[config.mk]
export PLATFORM = sky130hd
export DESIGN_NAME = rv_decode
export DESIGN_NICKNAME = d
export VERILOG_FILES = /design/src/design/rv_pkg.sv /design/src/design/rv_decode.sv /design/src/design/rv_regfile.sv
export SDC_FILE = /design/constraint.sdc
export NUM_CORES = 2
export LEC_CHECK = 0
export BUFFER_PORTS_ARGS = -buffer_cell sky130_fd_sc_hd__buf_2
export CORE_MARGIN = 2
export CORE_UTILIZATION = 55
export CTS_BUF_LIST = sky130_fd_sc_hd__clkbuf_4
export CTS_CLUSTER_DIAMETER = 100
export CTS_CLUSTER_SIZE = 8
export DETAILED_ROUTE_END_ITERATION = 10
export GPL_ROUTABILITY_DRIVEN = 0
export GPL_TIMING_DRIVEN = 0
export PLACE_DENSITY_LB_ADDON = 0.08
export SYNTH_ARGS = -nofsm -noshare
export SYNTH_HDL_FRONTEND = slang
export SYNTH_SLANG_ARGS = --single-unit
[constraint.sdc]
create_clock -name clk -period 3.3 [get_ports clk]
set_input_delay 0.165 -clock clk [delete_from_list [all_inputs] [get_ports clk]]
set_output_delay 0.165 -clock clk [all_outputs]
set_load 0.05 [all_outputs]
[src/design/rv_pkg.sv]
package rv_pkg;

  localparam int XLEN        = 32;
  localparam int IMEM_AWIDTH = 8;   // 256 instruction words
  localparam int DMEM_AWIDTH = 8;

  localparam logic [11:0] CSR_TOHOST = 12'h51E;

  // Base opcodes kept by the core
  localparam logic [6:0] OPC_OP     = 7'b0110011;
  localparam logic [6:0] OPC_OP_IMM = 7'b0010011;
  localparam logic [6:0] OPC_LUI    = 7'b0110111;
  localparam logic [6:0] OPC_LOAD   = 7'b0000011;
  localparam logic [6:0] OPC_STORE  = 7'b0100011;
  localparam logic [6:0] OPC_SYSTEM = 7'b1110011;

  typedef struct packed {
    logic [6:0] funct7;
    logic [4:0] rs2;
    logic [4:0] rs1;
    logic [2:0] funct3;
    logic [4:0] rd;
    logic [6:0] opcode;
  } r_fmt_t;

  typedef struct packed {
    logic [11:0] imm;
    logic [4:0]  rs1;
    logic [2:0]  funct3;
    logic [4:0]  rd;
    logic [6:0]  opcode;
  } i_fmt_t;

  typedef struct packed {
    logic [6:0] imm_hi;
    logic [4:0] rs2;
    logic [4:0] rs1;
    logic [2:0] funct3;
    logic [4:0] imm_lo;
    logic [6:0] opcode;
  } s_fmt_t;

  typedef struct packed {
    logic [19:0] imm;
    logic [4:0]  rd;
    logic [6:0]  opcode;
  } u_fmt_t;

  // One instruction word, four encodings
  typedef union packed {
    r_fmt_t r_fmt;
    i_fmt_t i_fmt;
    s_fmt_t s_fmt;
    u_fmt_t u_fmt;
  } inst_t;

  typedef enum logic [3:0] {
    ALU_ADD, ALU_SUB, ALU_AND, ALU_OR, ALU_XOR, ALU_SLL,
    ALU_SRL, ALU_SRA, ALU_SLT, ALU_SLTU, ALU_PASS_B
  } alu_op_e;

  typedef enum logic {
    WB_ALU,
    WB_LOAD
  } wb_sel_e;

  typedef struct packed {
    logic            valid;
    logic [XLEN-1:0] rs1_data;
    logic [XLEN-1:0] rs2_data;
    logic [XLEN-1:0] imm;
    logic [4:0]      rs1;
    logic [4:0]      rs2;
    logic [4:0]      rd;
    alu_op_e         alu_op;
    logic            use_imm;
    logic            reg_we;
    logic            mem_we;
    logic            mem_rd;
    logic [2:0]      funct3;
    logic            csr_we;
  } id_ex_t;

  typedef struct packed {
    logic            reg_we;
    logic [4:0]      rd;
    logic [XLEN-1:0] data;
  } wb_t;

endpackage

[src/design/rv_decode.sv]
`timescale 1ns/10ps

module rv_decode (
  input  logic           clk,
  input  logic           rst_n,
  input  rv_pkg::inst_t  inst,
  input  logic           inst_valid,
  input  rv_pkg::wb_t    wb,
  output rv_pkg::id_ex_t id_ex
);

  logic [rv_pkg::XLEN-1:0] rs1_data;
  logic [rv_pkg::XLEN-1:0] rs2_data;
  rv_pkg::id_ex_t          dec;
  logic                    known;
  logic                    imm_alt;

  // funct3 to ALU op, alt picks SUB and SRA
  function automatic rv_pkg::alu_op_e alu_decode(input logic [2:0] f3, input logic alt);
    rv_pkg::alu_op_e op;
    case (f3)
      3'b000:  op = alt ? rv_pkg::ALU_SUB : rv_pkg::ALU_ADD;
      3'b001:  op = rv_pkg::ALU_SLL;
      3'b010:  op = rv_pkg::ALU_SLT;
      3'b011:  op = rv_pkg::ALU_SLTU;
      3'b100:  op = rv_pkg::ALU_XOR;
      3'b101:  op = alt ? rv_pkg::ALU_SRA : rv_pkg::ALU_SRL;
      3'b110:  op = rv_pkg::ALU_OR;
      default: op = rv_pkg::ALU_AND;
    endcase
    return op;
  endfunction

  rv_regfile i_regfile (
    .clk      (clk),
    .rst_n    (rst_n),
    .rs1_addr (inst.r_fmt.rs1),
    .rs2_addr (inst.r_fmt.rs2),
    .rs1_data (rs1_data),
    .rs2_data (rs2_data),
    .wb       (wb)
  );

  // ADDI with a negative immediate must not turn into SUB
  assign imm_alt = (inst.i_fmt.funct3 == 3'b101) & inst.i_fmt.imm[10];

  always_comb begin
    dec          = '0;
    known        = 1'b1;
    dec.rs1_data = rs1_data;
    dec.rs2_data = rs2_data;
    dec.rs1      = inst.r_fmt.rs1;
    dec.rs2      = inst.r_fmt.rs2;
    dec.rd       = inst.r_fmt.rd;
    dec.funct3   = inst.r_fmt.funct3;
    dec.imm      = {{20{inst.i_fmt.imm[11]}}, inst.i_fmt.imm};
    dec.alu_op   = rv_pkg::ALU_ADD;
    case (inst.r_fmt.opcode)
      rv_pkg::OPC_OP: begin
        dec.alu_op = alu_decode(inst.r_fmt.funct3, inst.r_fmt.funct7[5]);
        dec.reg_we = 1'b1;
      end
      rv_pkg::OPC_OP_IMM: begin
        dec.alu_op  = alu_decode(inst.i_fmt.funct3, imm_alt);
        dec.use_imm = 1'b1;
        dec.reg_we  = 1'b1;
      end
      rv_pkg::OPC_LUI: begin
        dec.imm     = {inst.u_fmt.imm, 12'b0};
        dec.alu_op  = rv_pkg::ALU_PASS_B;
        dec.use_imm = 1'b1;
        dec.reg_we  = 1'b1;
      end
      rv_pkg::OPC_LOAD: begin
        dec.use_imm = 1'b1;  // Address is rs1 + imm
        dec.reg_we  = 1'b1;
        dec.mem_rd  = 1'b1;
      end
      rv_pkg::OPC_STORE: begin
        dec.imm     = {{20{inst.s_fmt.imm_hi[6]}}, inst.s_fmt.imm_hi, inst.s_fmt.imm_lo};
        dec.use_imm = 1'b1;
        dec.mem_we  = 1'b1;
      end
      rv_pkg::OPC_SYSTEM: begin
        // Only CSRRW, imm carries the CSR address
        dec.csr_we = (inst.i_fmt.funct3 == 3'b001);
        known      = dec.csr_we;
      end
      default: known = 1'b0;
    endcase
    dec.valid  = inst_valid & known;
    dec.reg_we = dec.reg_we & (dec.rd != 5'd0);  // x0 never forwards
  end

  always_ff @(posedge clk or negedge rst_n) begin
    if (!rst_n) begin
      id_ex <= '0;
    end else begin
      id_ex <= dec;
    end
  end

endmodule

[src/design/rv_regfile.sv]
`timescale 1ns/10ps

module rv_regfile (
  input  logic                    clk,
  input  logic                    rst_n,
  input  logic [4:0]              rs1_addr,
  input  logic [4:0]              rs2_addr,
  output logic [rv_pkg::XLEN-1:0] rs1_data,
  output logic [rv_pkg::XLEN-1:0] rs2_data,
  input  rv_pkg::wb_t             wb
);

  logic [rv_pkg::XLEN-1:0] regs [1:31];  // x0 has no storage

  // Write-through so an instruction two behind sees the new value
  function automatic logic [rv_pkg::XLEN-1:0] rd_port(input logic [4:0] addr);
    if (addr == 5'd0) begin
      return '0;
    end
    return (wb.reg_we && wb.rd == addr) ? wb.data : regs[addr];
  endfunction

  always_comb begin
    rs1_data = rd_port(rs1_addr);
    rs2_data = rd_port(rs2_addr);
  end

  always_ff @(posedge clk or negedge rst_n) begin
    if (!rst_n) begin
      for (int i = 1; i < 32; i++) begin
        regs[i] <= '0;
      end
    end else if (wb.reg_we && wb.rd != 5'd0) begin
      regs[wb.rd] <= wb.data;
    end
  end

endmodule

==> results.py <==
metrics = {
    "pwr": {
        "report.power.total_w": 0.03501,
        "power.share.combinational_pct": 27.3,
        "pwr-share-clk_pct": 21.0,
        "power_leakage_nw": 27.86,
        "power_density_nw_per_um2": 551.3,
        "power.switching_fraction_pct": 33.64,
        "switching_power_w": 0.01178,
        "internal_power_w": 0.02323,
        "seq_power_share_pct": 51.6,
        "max-vdd-ir-drop_mv": 0.3575,
    },
    "grt": {
        "grt_max_degree": 161,
        "number_of_antenna_violations_at_the_first_check_in_global_routing": 23,
        "grt_usage_pct": 47.92,
        "grt_overflow": 0,
        "vias_in_the_first_global_route": 42670,
        "grt_pass1_wl_um": 346400,
    },
    "status": {
        "status": "finished with violations",
        "violations": "negative hold slack, max-capacitance violations, max-slew violations",
    },
    "logic_synthesis": {
        "async_flop_share_pct": 100.0,
        "post_synth.cell_area_avg_um2": 14.69,
        "synthDominantCellAreaShare_pct": 48.46,
        "ys_seq_elements": 1116,
        "yosys_warnings": 0,
        "yosys-top-cells-area": "sky130_fd_sc_hd__dfrtp_1 48%, sky130_fd_sc_hd__mux2_2 21%, sky130_fd_sc_hd__mux4_2 16%, sky130_fd_sc_hd__mux2i_1 2.3%, sky130_fd_sc_hd__a221oi_1 1.2%",
        "yosys.cell_count.top_type": "sky130_fd_sc_hd__dfrtp_1",
        "ys_top_cells_by_count": "1116 x sky130_fd_sc_hd__dfrtp_1, 1051 x sky130_fd_sc_hd__mux2_2, 407 x sky130_fd_sc_hd__mux4_2",
        "synthDistinctLibCells": 67,
        "most_used_flip_flop_cell_after_synthesis": "sky130_fd_sc_hd__dfrtp_1",
        "synth_area_leader_cell": "sky130_fd_sc_hd__dfrtp_1",
        "post_synthesis_instance_area_um2": 57620,
        "netlist_instances": 3922,
        "net_count_after_synthesis": 3995,
        "synth_edf_count": 0,
        "seq_area_frac_synth_pct": 48.46,
    },
    "route": {
        "routed_via_density": 7.510,
        "remaining_drc_errors": 0,
        "drt-wirelength-per-cell_um": 43.72,
        "dr_total_vias": 43980,
        "drt_first_iter_violations": 7214,
        "postRouteWirelength_um": 256100,
        "drtAntennaViolNets": 0,
        "first_pass_iters": 8,
    },
    "timing": {
        "report.final.hold_viol_count": 122,
        "tightest_slew_ns": 1.772,
        "fmax_ghz": 0.3088,
        "finalWorstPathRequiredPeriod_ns": 3.239,
        "layout_worst_path_cycle_share_pct": 98.15,
        "fin_skew_ns": 0.06513,
        "setup_viol": 0,
        "maxSlewViolCount": 148,
        "hold-worst-slack_ns": -0.4793,
        "grt_setup_unrepaired": "false",
        "slew_headroom_pct": -18.12,
    },
    "placement": {
        "port_buffers": 191,
        "placedCellCount": 5503,
        "post-dp-hpwl_um": 169000,
        "detailed_place.area_um2": 60590,
    },
    "worst_setup_path": {
        "critical_path_slowest_stage_cell": "sky130_fd_sc_hd__nand2_1",
        "setup.worst_path.end": "id_ex[65]",
        "critical_path.startpoint_type": "primary input",
        "setup.worst_path.class": "primary input to flop",
        "r2r-end": "id_ex[122]",
        "crit_path_end_kind": "flop",
        "critical_path.startpoint": "inst[22]",
        "r2r_path_start": "i_regfile.regs[927]",
        "cp.depth": 10,
        "reg2regPathDepth": 6,
        "worst_path_most_repeated_cell": "sky130_fd_sc_hd__buf_2",
        "critical_path.cell_chain": "dlygate4sd3_1 > buf_2 > buf_4 > buf_2 > buf_2 > nand2_1 > o22ai_1 > nor2_1 > o22ai_1 > nor2_1",
        "crit_required_ns": 4.34,
        "cp_data_arrival_time_ns": 4.28,
        "critPathMaxFanout": 10,
        "worst-r2r-setup-slack_ns": 0.89,
        "critPathTopFamily": "buffers and inverters",
        "worstPathBufferInverterCount": 5,
        "timing.critical_path.slowest_cell_delay_ns": 0.94,
    },
    "cts": {
        "clk-insertion-delay-late_ns": 1.22,
        "htree_num_levels": 4,
        "cts_setup_buffers": 0,
        "cts.sinks": 1116,
        "post_cts_hold_buffer_count": 155,
        "tritoncts": "built",
        "clockBufferDepth": 3,
        "cts_clock_pin_slew_for_the_worst_setup_and_hold_paths_ns": 0.10,
        "master_cell_of_the_clock_root_buffer": "sky130_fd_sc_hd__clkbuf_4",
        "cts_inserted_buffers": 157,
    },
    "finish": {
        "drive_gt1_share_pct": 46.54,
        "area_of_the_multi_input_gates_um2": 27410,
        "post_layout_nonfiller_instances": 5857,
        "sequential_area_um2": 27930,
        "syn_to_final_growth_pct": 10.21,
        "finalNetCount": 4510,
        "fillers": 8266,
        "final_design_area_no_fill_um2": 63500,
        "layout.core_utilization_pct": 61.18,
    },
    "floorplanning": {
        "start_util_pct": 55.52,
        "core-area_um2": 103800,
        "placement_rows": 118,
        "fp.dieArea_um2": 107400,
        "dieWidth_um": 327.7,
        "die-height_um": 327.7,
        "io-pin-count": 197,
    },
    "worst_hold_path": {
        "hold_path.class": "primary input to asynchronous set/reset pin",
    },
    "run": {
        "max_cap_violations": 15,
    },
}
cell type report:
type | count | area share [%]
Clock inverter | 7 | 0.08866
Clock buffer | 163 | 1.927
Buffer | 414 | 3.643
Inverter | 4 | 0.02364
Timing Repair Buffer | 356 | 4.340
Multi-Input combinational cell | 2388 | 43.17
Antenna cell | 29 | 0.1143
Tap cell | 1380 | 2.719
Sequential cell | 1116 | 43.98
power groups by stage:
stage               registers (W)  logic (W)  clock network [W]
CTS                        0.0179    0.00920            0.00729
global route               0.0183    0.00980            0.00782
global placement           0.0181    0.00884                  0
floorplan                  0.0182    0.00573                  0
finish                     0.0181    0.00957            0.00736
detailed placement         0.0182    0.00903                  0
sequential cells by signal, summed over array words and instances (netlist names):
name,count
i_regfile.regs,992
id_ex,124
per-stage QoR:
stage | setup WS [ns] | TNS [ns]
6_report | 0.06117 | 0
5_1_grt | 0.09819 | 0
4_1_cts | 0.3216 | 0
3_5_place_dp | -0.3480 | -17.11
3_3_place_gp | -22.86 | -
2_1_floorplan | 1.453 | 0
per-layer routing:
layer | share of wire [%] | wire (um) | vias to the layer above | track usage (%)
met2 | 39 | 100200 | 4016 | 62.42
met4 | 9.1 | 23280 | 26 | 34.69
met5 | 0.27 | 690 | - | 2.751
met3 | 17 | 43930 | 1166 | 28.53
met1 | 34 | 87960 | 22690 | 57.95
li1 | - | - | 16090 | -
worst min-delay path by stage:
stage	endpoint
floorplan	i_regfile.regs[0]
global placement	id_ex[25]
detailed placement	id_ex[2]
CTS	id_ex[2]
global route	id_ex[2]
finish	id_ex[2]
placed cells by master (no fill, tap or decap), types with 20 or more instances in the layout:
cell	count
sky130_fd_sc_hd__buf_4	54
sky130_fd_sc_hd__dfrtp_1	1116
sky130_fd_sc_hd__a221oi_1	77
sky130_fd_sc_hd__nor3_1	38
sky130_fd_sc_hd__nor2b_1	24
sky130_fd_sc_hd__buf_6	41
sky130_fd_sc_hd__a22oi_1	50
sky130_fd_sc_hd__clkbuf_1	150
sky130_fd_sc_hd__mux2_2	1051
sky130_fd_sc_hd__o21ai_0	66
sky130_fd_sc_hd__nand2_1	83
sky130_fd_sc_hd__o211ai_1	20
sky130_fd_sc_hd__buf_1	49
sky130_fd_sc_hd__mux2i_1	135
sky130_fd_sc_hd__mux4_2	407
sky130_fd_sc_hd__clkbuf_4	163
sky130_fd_sc_hd__nor2_1	77
sky130_fd_sc_hd__nand3_1	39
sky130_fd_sc_hd__o22ai_1	76
sky130_fd_sc_hd__a21oi_1	43
sky130_fd_sc_hd__buf_2	291
sky130_fd_sc_hd__diode_2	29
sky130_fd_sc_hd__dlygate4sd3_1	155
timing repair:
action                                  in CTS  in global routing
hold endpoints to repair                  1532                122
resized for setup                            0                  1
endpoints found under the setup margin       0                  1
logic make-up (layout without fill, tap and decap cells):
| kind of cell | count (synthesis) | in the layout | synth area share [%] |
|---|---|---|---|
| simple gates | 324 | 324 | 2.760 |
| mux | 1593 | 1593 | 38.79 |
| buf+inv | 418 | 944 | 4.013 |
| other cells | 0 | 29 | 0 |
| compound gates | 461 | 461 | 5.821 |
| xor+xnor | 10 | 10 | 0.1520 |
| flops | 1116 | 1116 | 48.46 |
No activity file was read; power rests on OpenSTA's default activity.
