===== config.mk =====
export PLATFORM = sky130hd
export DESIGN_NAME = rv_execute
export DESIGN_NICKNAME = d
export VERILOG_FILES = /design/src/design/rv_pkg.sv /design/src/design/rv_execute.sv
export SDC_FILE = /design/constraint.sdc
export NUM_CORES = 1
export LEC_CHECK = 0
export BUFFER_PORTS_ARGS = -buffer_cell sky130_fd_sc_hd__buf_2
export CORE_ASPECT_RATIO = 1.4
export CORE_MARGIN = 2
export CORE_UTILIZATION = 50
export CTS_BUF_LIST = sky130_fd_sc_hd__clkbuf_16
export DETAILED_ROUTE_END_ITERATION = 10
export PLACE_DENSITY = 0.74
export SYNTH_ARGS = -nofsm -noshare
export SYNTH_HDL_FRONTEND = slang
export SYNTH_SLANG_ARGS = --single-unit

===== constraint.sdc =====
create_clock -name clk -period 6.7 [get_ports clk]
set_input_delay 0.335 -clock clk [delete_from_list [all_inputs] [get_ports clk]]
set_output_delay 0.335 -clock clk [all_outputs]
set_load 0.05 [all_outputs]

===== src/design/rv_pkg.sv =====
package rv_pkg;

  localparam int XLEN        = 32;
  localparam int IMEM_AWIDTH = 8;   // 256 instruction words
  localparam int DMEM_AWIDTH = 8;

  localparam logic [11:0] CSR_TOHOST = 12'h51E;

  // Base opcodes kept by the core
  localparam logic [6:0] OPC_OP     = 7'b0110011;
  localparam logic [6:0] OPC_OP_IMM = 7'b0010011;
  localparam logic [6:0] OPC_LUI    = 7'b0110111;
  localparam logic [6:0] OPC_LOAD   = 7'b0000011;
  localparam logic [6:0] OPC_STORE  = 7'b0100011;
  localparam logic [6:0] OPC_SYSTEM = 7'b1110011;

  typedef struct packed {
    logic [6:0] funct7;
    logic [4:0] rs2;
    logic [4:0] rs1;
    logic [2:0] funct3;
    logic [4:0] rd;
    logic [6:0] opcode;
  } r_fmt_t;

  typedef struct packed {
    logic [11:0] imm;
    logic [4:0]  rs1;
    logic [2:0]  funct3;
    logic [4:0]  rd;
    logic [6:0]  opcode;
  } i_fmt_t;

  typedef struct packed {
    logic [6:0] imm_hi;
    logic [4:0] rs2;
    logic [4:0] rs1;
    logic [2:0] funct3;
    logic [4:0] imm_lo;
    logic [6:0] opcode;
  } s_fmt_t;

  typedef struct packed {
    logic [19:0] imm;
    logic [4:0]  rd;
    logic [6:0]  opcode;
  } u_fmt_t;

  // One instruction word, four encodings
  typedef union packed {
    r_fmt_t r_fmt;
    i_fmt_t i_fmt;
    s_fmt_t s_fmt;
    u_fmt_t u_fmt;
  } inst_t;

  typedef enum logic [3:0] {
    ALU_ADD, ALU_SUB, ALU_AND, ALU_OR, ALU_XOR, ALU_SLL,
    ALU_SRL, ALU_SRA, ALU_SLT, ALU_SLTU, ALU_PASS_B
  } alu_op_e;

  typedef enum logic {
    WB_ALU,
    WB_LOAD
  } wb_sel_e;

  typedef struct packed {
    logic            valid;
    logic [XLEN-1:0] rs1_data;
    logic [XLEN-1:0] rs2_data;
    logic [XLEN-1:0] imm;
    logic [4:0]      rs1;
    logic [4:0]      rs2;
    logic [4:0]      rd;
    alu_op_e         alu_op;
    logic            use_imm;
    logic            reg_we;
    logic            mem_we;
    logic            mem_rd;
    logic [2:0]      funct3;
    logic            csr_we;
  } id_ex_t;

  typedef struct packed {
    logic            reg_we;
    logic [4:0]      rd;
    logic [XLEN-1:0] data;
  } wb_t;

endpackage


===== src/design/rv_execute.sv =====
`timescale 1ns/10ps

module rv_execute (
  input  logic                           clk,
  input  logic                           rst_n,
  input  rv_pkg::id_ex_t                 id_ex,
  input  rv_pkg::wb_t                    wb,
  output logic [rv_pkg::DMEM_AWIDTH-1:0] dmem_addr,
  output logic [rv_pkg::XLEN-1:0]        dmem_wdata,
  output logic [3:0]                     dmem_be,
  output logic                           dmem_rd,
  output logic [4:0]                     ex_rd,
  output logic                           ex_reg_we,
  output logic [rv_pkg::XLEN-1:0]        ex_result,
  output rv_pkg::wb_sel_e                ex_wb_sel,
  output logic [2:0]                     ex_funct3,
  output logic [1:0]                     ex_byte_off,
  output logic [rv_pkg::XLEN-1:0]        csr,
  output logic                           csr_we
);

  logic [rv_pkg::XLEN-1:0] op_a;
  logic [rv_pkg::XLEN-1:0] rs2_val;
  logic [rv_pkg::XLEN-1:0] op_b;
  logic [rv_pkg::XLEN-1:0] alu_res;
  logic                    csr_hit;

  // Result of the instruction one ahead, now in write-back
  function automatic logic [rv_pkg::XLEN-1:0] fwd(input rv_pkg::wb_t w, input logic [4:0] idx,
                                                   input logic [rv_pkg::XLEN-1:0] rf_val);
    return (w.reg_we && w.rd == idx) ? w.data : rf_val;
  endfunction

  assign op_a    = fwd(wb, id_ex.rs1, id_ex.rs1_data);
  assign rs2_val = fwd(wb, id_ex.rs2, id_ex.rs2_data);
  assign op_b    = id_ex.use_imm ? id_ex.imm : rs2_val;

  always_comb begin
    case (id_ex.alu_op)
      rv_pkg::ALU_ADD:  alu_res = op_a + op_b;
      rv_pkg::ALU_SUB:  alu_res = op_a - op_b;
      rv_pkg::ALU_AND:  alu_res = op_a & op_b;
      rv_pkg::ALU_OR:   alu_res = op_a | op_b;
      rv_pkg::ALU_XOR:  alu_res = op_a ^ op_b;
      rv_pkg::ALU_SLL:  alu_res = op_a << op_b[4:0];
      rv_pkg::ALU_SRL:  alu_res = op_a >> op_b[4:0];
      rv_pkg::ALU_SRA:  alu_res = $signed(op_a) >>> op_b[4:0];
      rv_pkg::ALU_SLT:  alu_res = {{(rv_pkg::XLEN-1){1'b0}}, $signed(op_a) < $signed(op_b)};
      rv_pkg::ALU_SLTU: alu_res = {{(rv_pkg::XLEN-1){1'b0}}, op_a < op_b};
      default:          alu_res = op_b;  // LUI
    endcase
  end

  // Word address to the RAM, byte lanes from the low bits
  assign dmem_addr = alu_res[rv_pkg::DMEM_AWIDTH+1:2];
  assign dmem_rd   = id_ex.valid & id_ex.mem_rd;

  always_comb begin
    if (id_ex.funct3[1]) begin  // SW
      dmem_wdata = rs2_val;
      dmem_be    = 4'b1111;
    end else begin  // SB, byte replicated on every lane
      dmem_wdata = {4{rs2_val[7:0]}};
      dmem_be    = 4'b0001 << alu_res[1:0];
    end
    if (!(id_ex.valid && id_ex.mem_we)) begin
      dmem_be = 4'b0000;
    end
  end

  assign csr_hit = id_ex.valid & id_ex.csr_we & (id_ex.imm[11:0] == rv_pkg::CSR_TOHOST);

  always_ff @(posedge clk or negedge rst_n) begin
    if (!rst_n) begin
      ex_reg_we <= 1'b0;
      csr_we    <= 1'b0;
      csr       <= '0;
    end else begin
      ex_reg_we <= id_ex.valid & id_ex.reg_we;
      csr_we    <= csr_hit;  // One-cycle strobe
      if (csr_hit) begin
        csr <= op_a;
      end
    end
  end

  always_ff @(posedge clk) begin
    ex_rd       <= id_ex.rd;
    ex_result   <= alu_res;
    ex_wb_sel   <= id_ex.mem_rd ? rv_pkg::WB_LOAD : rv_pkg::WB_ALU;
    ex_funct3   <= id_ex.funct3;
    ex_byte_off <= alu_res[1:0];
  end

endmodule


==> results of run 1 <==
## worst paths after layout
| check | to | slack (ps) | cells after the start |
|---|---|---|---|
| worst min-delay path | csr[26]$_DFFE_PN0P_ | 60 | 1 |
| min in group clk | ex_rd[2]$_DFF_P_ | 60 | 1 |
| worst max register to register | csr[1]$_DFFE_PN0P_ | 5970 | 2 |
| worst min register to register | csr[28]$_DFFE_PN0P_ | 530 | 2 |
| worst max-delay path | dmem_be[1] | 250 | 18 |
| max in group asynchronous | csr[13]$_DFFE_PN0P_ | 6060 | 1 |
## flip-flops by register name (all words and copies together), names as in the netlist
name	count
csr	32
ex_result	31
ex_rd	5
ex_funct3	3
csr_we	1
ex_byte_off	1
ex_reg_we	1
ex_wb_sel	1
## timing repair
action | in CTS | in global routing
buffers inserted | 0 | 0
resized for setup | 0 | 1
endpoints found under the hold margin | 0 | 0
setup endpoints to repair | 0 | 2
hold buffers | 0 | 0
## power by group through the flow
stage	clock network, W	logic, W	registers (W)
global placement	0	0.00160	0.000501
global route	0.000580	0.00175	0.000496
finish	0.000562	0.00169	0.000493
floorplan	0	0.000976	0.000627
CTS	0.000561	0.00161	0.000493
detailed placement	0	0.00160	0.000503
## area by class of cell
class                   count  area [um^2]
diodes                      1         2.50
clock buffers               9          225
clock inverters             7         90.1
fillers                  2541        10900
inverters                 104          395
multi-input cells        1585        10700
flip-flops and latches     75         1670
well taps                 324          405
repair buffers            336         1810
## through the flow
stage | hold WS [ps] | area (um^2) | std cells | setup WS (ps) | total power, W
after detailed placement | 439 | 15000 | 2424 | 372 | 0.00211
after global routing | 49.6 | 15300 | 2440 | 181 | 0.00282
final | 55.7 | 15300 | 2441 | 253 | 0.00275
after floorplan | 39.4 | 13400 | 1912 | 461 | 0.00160
after CTS | 48.2 | 15300 | 2440 | 341 | 0.00267
after global placement | 437 | 15000 | 2424 | 485 | 0.00211
## logic make-up (layout without fill, tap and decap cells)
kind of cell | after synthesis | count (layout) | share of synthesized area
xor gates and xnor gates | 32 | 32 | 0.0209
buffers and inverters | 252 | 456 | 0.0787
AOI/OAI and AO/OA | 720 | 720 | 0.359
DFF | 75 | 75 | 0.125
muxes | 154 | 154 | 0.123
and+or+nand+nor | 580 | 580 | 0.200
adders and majority gates | 99 | 99 | 0.0937
other | 0 | 1 | 0
## placed cells by master (no fill, tap or decap), types with 11 or more instances in the layout
master                     count
sky130_fd_sc_hd__buf_2       285
sky130_fd_sc_hd__a21oi_1     208
sky130_fd_sc_hd__nor2_1      194
sky130_fd_sc_hd__nand2_1     149
sky130_fd_sc_hd__o21ai_0     128
sky130_fd_sc_hd__mux2i_1     114
sky130_fd_sc_hd__ha_1         97
sky130_fd_sc_hd__inv_1        89
sky130_fd_sc_hd__nand3_1      79
sky130_fd_sc_hd__buf_4        51
sky130_fd_sc_hd__o211ai_1     47
sky130_fd_sc_hd__dfxtp_1      41
sky130_fd_sc_hd__a211oi_1     39
sky130_fd_sc_hd__nor3_1       35
sky130_fd_sc_hd__dfrtp_1      34
sky130_fd_sc_hd__mux2_2       33
sky130_fd_sc_hd__o22ai_1      23
sky130_fd_sc_hd__a21o_1       22
sky130_fd_sc_hd__a31oi_1      22
sky130_fd_sc_hd__or3_1        21
sky130_fd_sc_hd__and3_1       20
sky130_fd_sc_hd__xnor2_1      19
sky130_fd_sc_hd__a22oi_1      19
sky130_fd_sc_hd__o21a_1       16
sky130_fd_sc_hd__a221oi_1     15
sky130_fd_sc_hd__xor2_1       13
sky130_fd_sc_hd__nand2b_1     12
sky130_fd_sc_hd__o21ai_1      12
sky130_fd_sc_hd__o31ai_1      12
sky130_fd_sc_hd__o21bai_1     12
sky130_fd_sc_hd__inv_2        11
sky130_fd_sc_hd__nor2b_1      11
sky130_fd_sc_hd__or2_2        11
sky130_fd_sc_hd__a211o_1      11
## metal layers
layer  up-vias  share of wire
met3       398           0.13
met1      8183           0.35
li1       7483              -
met5         -              0
met4         0          0.090
met2      1559           0.43
==> insert_results.sql, run 1 <==
INSERT INTO impl_metrics (metric_group, metric, value, unit) VALUES
('synthesis', 'syn-cell-area', '13400', 'um^2'),
('drt', 'drt_first_pass_iters', '6', ''),
('critical_path', 'setup.worst_path.start_class', 'input port', ''),
('timing', 'grt_setup_unrepaired', 'false', ''),
('synthesis', 'number_of_storage_elements_in_the_synthesis_netlist', '75', ''),
('critical_path', 'cp-startpoint', 'wb[32]', ''),
('power', 'comb_power_share', '0.616', ''),
('grt', 'gr-usage-met3', '0.124', ''),
('critical_path', 'crit_path_cell_trace', 'buf_2, xnor2_1, nand4_1, nor2_4, buf_4, mux2i_1, a21oi_1, inv_1, ha_1, nor4_1, o2111ai_1, or3_1, or3_1, o211ai_1, a221o_1, o22a_1, a41o_1, buf_2', ''),
('synthesis', 'yosysWarnings', '0', ''),
('clock_tree', 'max_clock_buf_depth', '2', ''),
('clock_tree', 'clk_latency', '370', 'ps'),
('die', 'boundaryPins', '286', ''),
('power', 'ir_worst_vdd', '0.136', 'mV'),
('finish', 'final_core_utilization', '0.584', ''),
('timing', 'setup_skew', '0', 'ps'),
('place', 'port-buffer-count', '285', ''),
('synthesis', 'syn-instance-count', '1912', ''),
('grt', 'globalRouteOverflowTotal', '0', ''),
('grt', 'grt_most_used_layer', 'met2', ''),
('grt', 'track_usage', '0.499', ''),
('power', 'switching_share', '0.535', ''),
('critical_path', 'critical_path_at', '6110', 'ps'),
('timing', 'finalSetupViolations', '0', ''),
('critical_path', 'cp_slowest_cell', 'sky130_fd_sc_hd__a21oi_1', ''),
('die', 'floorplan.die.height', '198', 'um'),
('timing', 'fmax', '155', 'MHz'),
('drt', 'dr_total_vias', '17600', ''),
('critical_path', 'setup.worst_path.class', 'in -> out', ''),
('drt', 'postRouteWirelength', '72400', 'um'),
('timing', 'timing.final.crit_share', '0.962', ''),
('clock_tree', 'cts_buffers', '9', ''),
('synthesis', 'synth.distinct_cells', '94', ''),
('clock_tree', 'cts_clock_pin_slew_for_the_worst_setup_and_hold_paths', '80', 'ps'),
('grt', 'global_routing_met2_resource_utilization', '0.755', ''),
('critical_path', 'crit_path_max_fanout', '19', ''),
('critical_path', 'worst_ep_required_time', '6360', 'ps'),
('critical_path', 'max_stage_delay', '620', 'ps'),
('critical_path', 'worst_r2r_start', 'csr[1]$_DFFE_PN0P_', ''),
('synthesis', 'async_flop_share', '0.453', ''),
('timing', 'final_total_negative_setup_slack', '0', 'ps'),
('grt', 'wire_length_of_the_first_global_routing_pass', '103000', 'um'),
('finish', 'post_route_cells_drive_above_1_share', '0.211', ''),
('drt', 'first_iter_violations', '3301', ''),
('clock_tree', 'cts_tree', 'yes', ''),
('synthesis', 'postSynthNetCount', '2175', ''),
('grt', 'grt_antenna_before_repair', '0', ''),
('synthesis', 'sequential_element_share_of_the_synthesized_area', '0.125', ''),
('grt', 'grt_use_met1', '0.608', ''),
('power', 'power_switching', '0.00147', 'W'),
('power', 'p_int', '0.00128', 'W'),
('outcome', 'outcome', 'finished, final reports clean', ''),
('synthesis', 'synth_enable_flop_cells', '0', ''),
('critical_path', 'worstSetupEndpointType', 'output pin', ''),
('synthesis', 'synth_common_cells', 'sky130_fd_sc_hd__a21oi_1, sky130_fd_sc_hd__nor2_1, sky130_fd_sc_hd__nand2_1', ''),
('drt', 'final_antenna_net_count', '0', ''),
('die', 'dieWidth', '142', 'um'),
('drt', 'route.detailed.vias_per_inst', '7.22', ''),
('die', 'floorplan.initialDensity', '0.511', ''),
('place', 'gpl.final_weighted_congestion', '1.11', ''),
('power', 'clockPowerShare', '0.205', ''),
('synthesis', 'dominant_cell_by_count_in_the_synthesized_netlist', 'sky130_fd_sc_hd__a21oi_1', ''),
('timing', 'finalMaxSlewViolations', '0', ''),
('clock_tree', 'cell_at_the_root_of_the_clock_tree', 'sky130_fd_sc_hd__clkbuf_16', ''),
('power', 'leakage', '7.03', 'nW'),
('critical_path', 'crit_buf_inv', '4', ''),
('finish', 'final_nets', '2374', ''),
('critical_path', 'largest_delay_contributor_family_on_the_critical_path', 'compound AO/OA/AOI/OAI gates', ''),
('timing', 'finalHoldViolations', '0', ''),
('drt', 'route.detailed.drc', '0', ''),
('synthesis', 'syn_area_per_cell', '7.00', 'um^2');
No activity file was read; power rests on OpenSTA's default activity.
==> run 2: changes to the inputs <==
- CORE_UTILIZATION: 50 -> 36
- PLACE_DENSITY: 0.74 -> not set
==> run 2 against run 1 <==
Non-clock buffer count grew 17. Setup slack better by 320 ps. Final cell count up 6.5%. Cell area is 2.0% higher. Largest cell class unchanged. Die area is 38% higher. Combinational power grew 4%. First-iteration DRC count shrank 35%. Critical path depth shrank 1. Clock skew unchanged. Critical path type unchanged.
==> insert_results.sql, run 2 (same netlist as run 1, synthesis figures left out) <==
INSERT INTO impl_metrics (metric_group, metric, value, unit) VALUES
('outcome', 'outcome', 'finished, final reports clean', ''),
('clock_tree', 'cts-hold-fix-buffers', '0', ''),
('min_path', 'hold_path_depth', '1', ''),
('finish', 'post_layout_nonfiller_instances', '2600', ''),
('die', 'core_rows', '83', ''),
('clock_tree', 'clock-sinks', '75', ''),
('clock_tree', 'cts_buffers', '9', ''),
('drt', 'route.detailed.vias_per_inst', '6.64', ''),
('power', 'power_density', '181', 'nW/um^2'),
('timing', 'timing.final.crit_period', '6130', 'ps'),
('power', 'post_layout_power', '0.00283', 'W'),
('clock_tree', 'ctsResizeCount', '0', ''),
('place', 'gpl.final_weighted_congestion', '1.01', ''),
('power', 'p_int', '0.00129', 'W'),
('power', 'power_switching', '0.00154', 'W'),
('critical_path', 'setup.worst_path.class', 'in -> out', ''),
('critical_path', 'cp_slowest_cell', 'sky130_fd_sc_hd__nor4_4', ''),
('drt', 'dr_total_vias', '17300', ''),
('die', 'boundaryPins', '286', ''),
('drt', 'postRouteWirelength', '82700', 'um'),
('grt', 'grt_max_degree', '66', ''),
('finish', 'mostFrequentLayoutCells', 'sky130_fd_sc_hd__buf_2, sky130_fd_sc_hd__a21oi_1, sky130_fd_sc_hd__nor2_1', ''),
('clock_tree', 'clk_latency', '390', 'ps'),
('die', 'core-area', '36700', 'um^2'),
('power', 'power.share.sequential', '0.175', ''),
('timing', 'fmax', '163', 'MHz'),
('timing', 'pin_slew_with_the_least_headroom_to_its_limit', '1240', 'ps'),
('power', 'clockPowerShare', '0.209', ''),
('place', 'placement.setup.worst_slack', '747', 'ps'),
('place', 'dp.cells', '2584', ''),
('critical_path', 'worstSetupEndpointType', 'output pin', ''),
('power', 'comb_power_share', '0.616', ''),
('critical_path', 'setup.worst_path.start_class', 'input port', ''),
('finish', 'final_nets', '2391', ''),
('timing', 'final_total_negative_setup_slack', '0', 'ps'),
('drt', 'drt_first_pass_iters', '7', ''),
('clock_tree', 'cts_clock_pin_slew_for_the_worst_setup_and_hold_paths', '80', 'ps'),
('power', 'switching_share', '0.544', ''),
('grt', 'gr-usage-met3', '0.0929', ''),
('critical_path', 'max_stage_delay', '670', 'ps'),
('timing', 'timing.final.crit_share', '0.914', ''),
('timing', 'finalSetupViolations', '0', ''),
('die', 'floorplan.initialDensity', '0.365', ''),
('clock_tree', 'cts_tree', 'yes', ''),
('grt', 'track_usage', '0.412', ''),
('drt', 'route.detailed.drc', '0', ''),
('grt', 'grt_most_used_layer', 'met2', ''),
('critical_path', 'crit_path_max_fanout', '15', ''),
('die', 'dieArea', '38800', 'um^2'),
('finish', 'layout.cells.most_common', 'sky130_fd_sc_hd__buf_2', ''),
('grt', 'globalRouteOverflowTotal', '0', ''),
('grt', 'wire_length_of_the_first_global_routing_pass', '117000', 'um'),
('timing', 'slew_headroom', '0.165', ''),
('grt', 'grt_use_met1', '0.507', ''),
('timing', 'setup_skew', '0', 'ps'),
('drt', 'wl_per_cell', '31.8', 'um'),
('place', 'place.detailed.hpwl', '65500', 'um'),
('finish', 'antennaDiodeCount', '0', ''),
('timing', 'grt_setup_unrepaired', 'false', ''),
('drt', 'first_iter_violations', '2149', ''),
('critical_path', 'worst_ep_required_time', '6360', 'ps'),
('die', 'floorplan.die.height', '232', 'um'),
('critical_path', 'reg2reg_depth', '2', ''),
('clock_tree', 'cell_at_the_root_of_the_clock_tree', 'sky130_fd_sc_hd__clkbuf_16', ''),
('clock_tree', 'postCtsSetupRepairBufs', '0', ''),
('job', 'max_cap_violations', '0', ''),
('place', 'port-buffer-count', '285', ''),
('drt', 'final_antenna_net_count', '0', ''),
('finish', 'biggestRegsByFlops', 'csr (32), ex_result (31), ex_rd (5)', ''),
('clock_tree', 'cts_htree_levels', '3', ''),
('timing', 'finalMaxSlewViolations', '0', ''),
('timing', 'finalHoldViolations', '0', ''),
('finish', 'post_route_cells_drive_above_1_share', '0.218', ''),
('finish', 'max_ffs_per_register', '32', ''),
('power', 'leakage', '7.11', 'nW'),
('critical_path', 'critical_path_at', '5790', 'ps'),
('timing', 'setup_ws', '574', 'ps'),
('timing', 'worst_hold_slack', '42.0', 'ps'),
('power', 'ir_worst_vdd', '0.133', 'mV'),
('grt', 'grt_antenna_before_repair', '1', ''),
('critical_path', 'crit_path_cell_trace', 'buf_2, xor2_1, nor4_4, nand2_4, buf_4, mux2_4, ha_1, inv_1, o21ai_0, a2111oi_0, o21ai_0, a31oi_1, o211ai_1, a221o_1, o22a_1, o31ai_1, buf_2', ''),
('grt', 'global_routing_met2_resource_utilization', '0.648', ''),
('die', 'dieWidth', '167', 'um'),
('finish', 'area.growth.synth_to_final', '16.6', '%'),
('finish', 'top_register', 'csr', ''),
('grt', 'grt_pass1_vias', '16600', ''),
('clock_tree', 'max_clock_buf_depth', '2', ''),
('min_path', 'worst_hold_path_type', 'in -> reg', '');
-- run 2: cell type report --
| type | count | area, um^2 |
|---|---|---|
| clock inverter | 7 | 90.1 |
| tap | 467 | 584 |
| timing repair buffer | 353 | 1940 |
| clock buffer | 9 | 225 |
| inverter | 104 | 395 |
| sequential | 75 | 1670 |
| fill | 3925 | 21000 |
| multi-input combinational | 1585 | 10700 |
-- run 2: stage by stage --
stage	utilization	instance area (um^2)
floorplan	-	13400
global placement	0.417	15300
detailed placement	0.417	15300
CTS	0.426	15600
global route	0.426	15600
finish	0.426	15600
-- run 2: final timing paths --
kind | from | to | slack (ps)
max | id_ex[24] | dmem_be[2] | 570
min | id_ex[13] | ex_rd[1]$_DFF_P_ | 40
max reg2reg | csr[0]$_DFFE_PN0P_ | csr[0]$_DFFE_PN0P_ | 5940
min reg2reg | csr[13]$_DFFE_PN0P_ | csr[13]$_DFFE_PN0P_ | 530
max in group asynchronous | rst_n | csr[30]$_DFFE_PN0P_ | 6040
min in group asynchronous | rst_n | csr[1]$_DFFE_PN0P_ | 70
-- run 2: power groups by stage --
stage          clock network, W  logic, W  registers [W]
2_1_floorplan                 0  0.000976       0.000627
3_3_place_gp                  0   0.00169       0.000504
3_5_place_dp                  0   0.00168       0.000505
4_1_cts                0.000596   0.00169       0.000495
5_1_grt                0.000604   0.00182       0.000497
6_report               0.000592   0.00175       0.000495
-- run 2: metal layers --
metal  wire length [um]  vias to the layer above
met2              36600                     1223
li1                   -                     7520
met3               8150                      286
met4               6280                        2
met1              31700                     8241
met5                 13                        -
-- run 2: worst max-delay path, delay by kind of cell --
kind                       cells  cell delay (ps)
muxes                          1              390
xor gates and xnor gates       1              210
buffers and inverters          4              970
AOI/OAI and AO/OA              8             2440
and+or+nand+nor                2              970
adders and majority gates      1              440
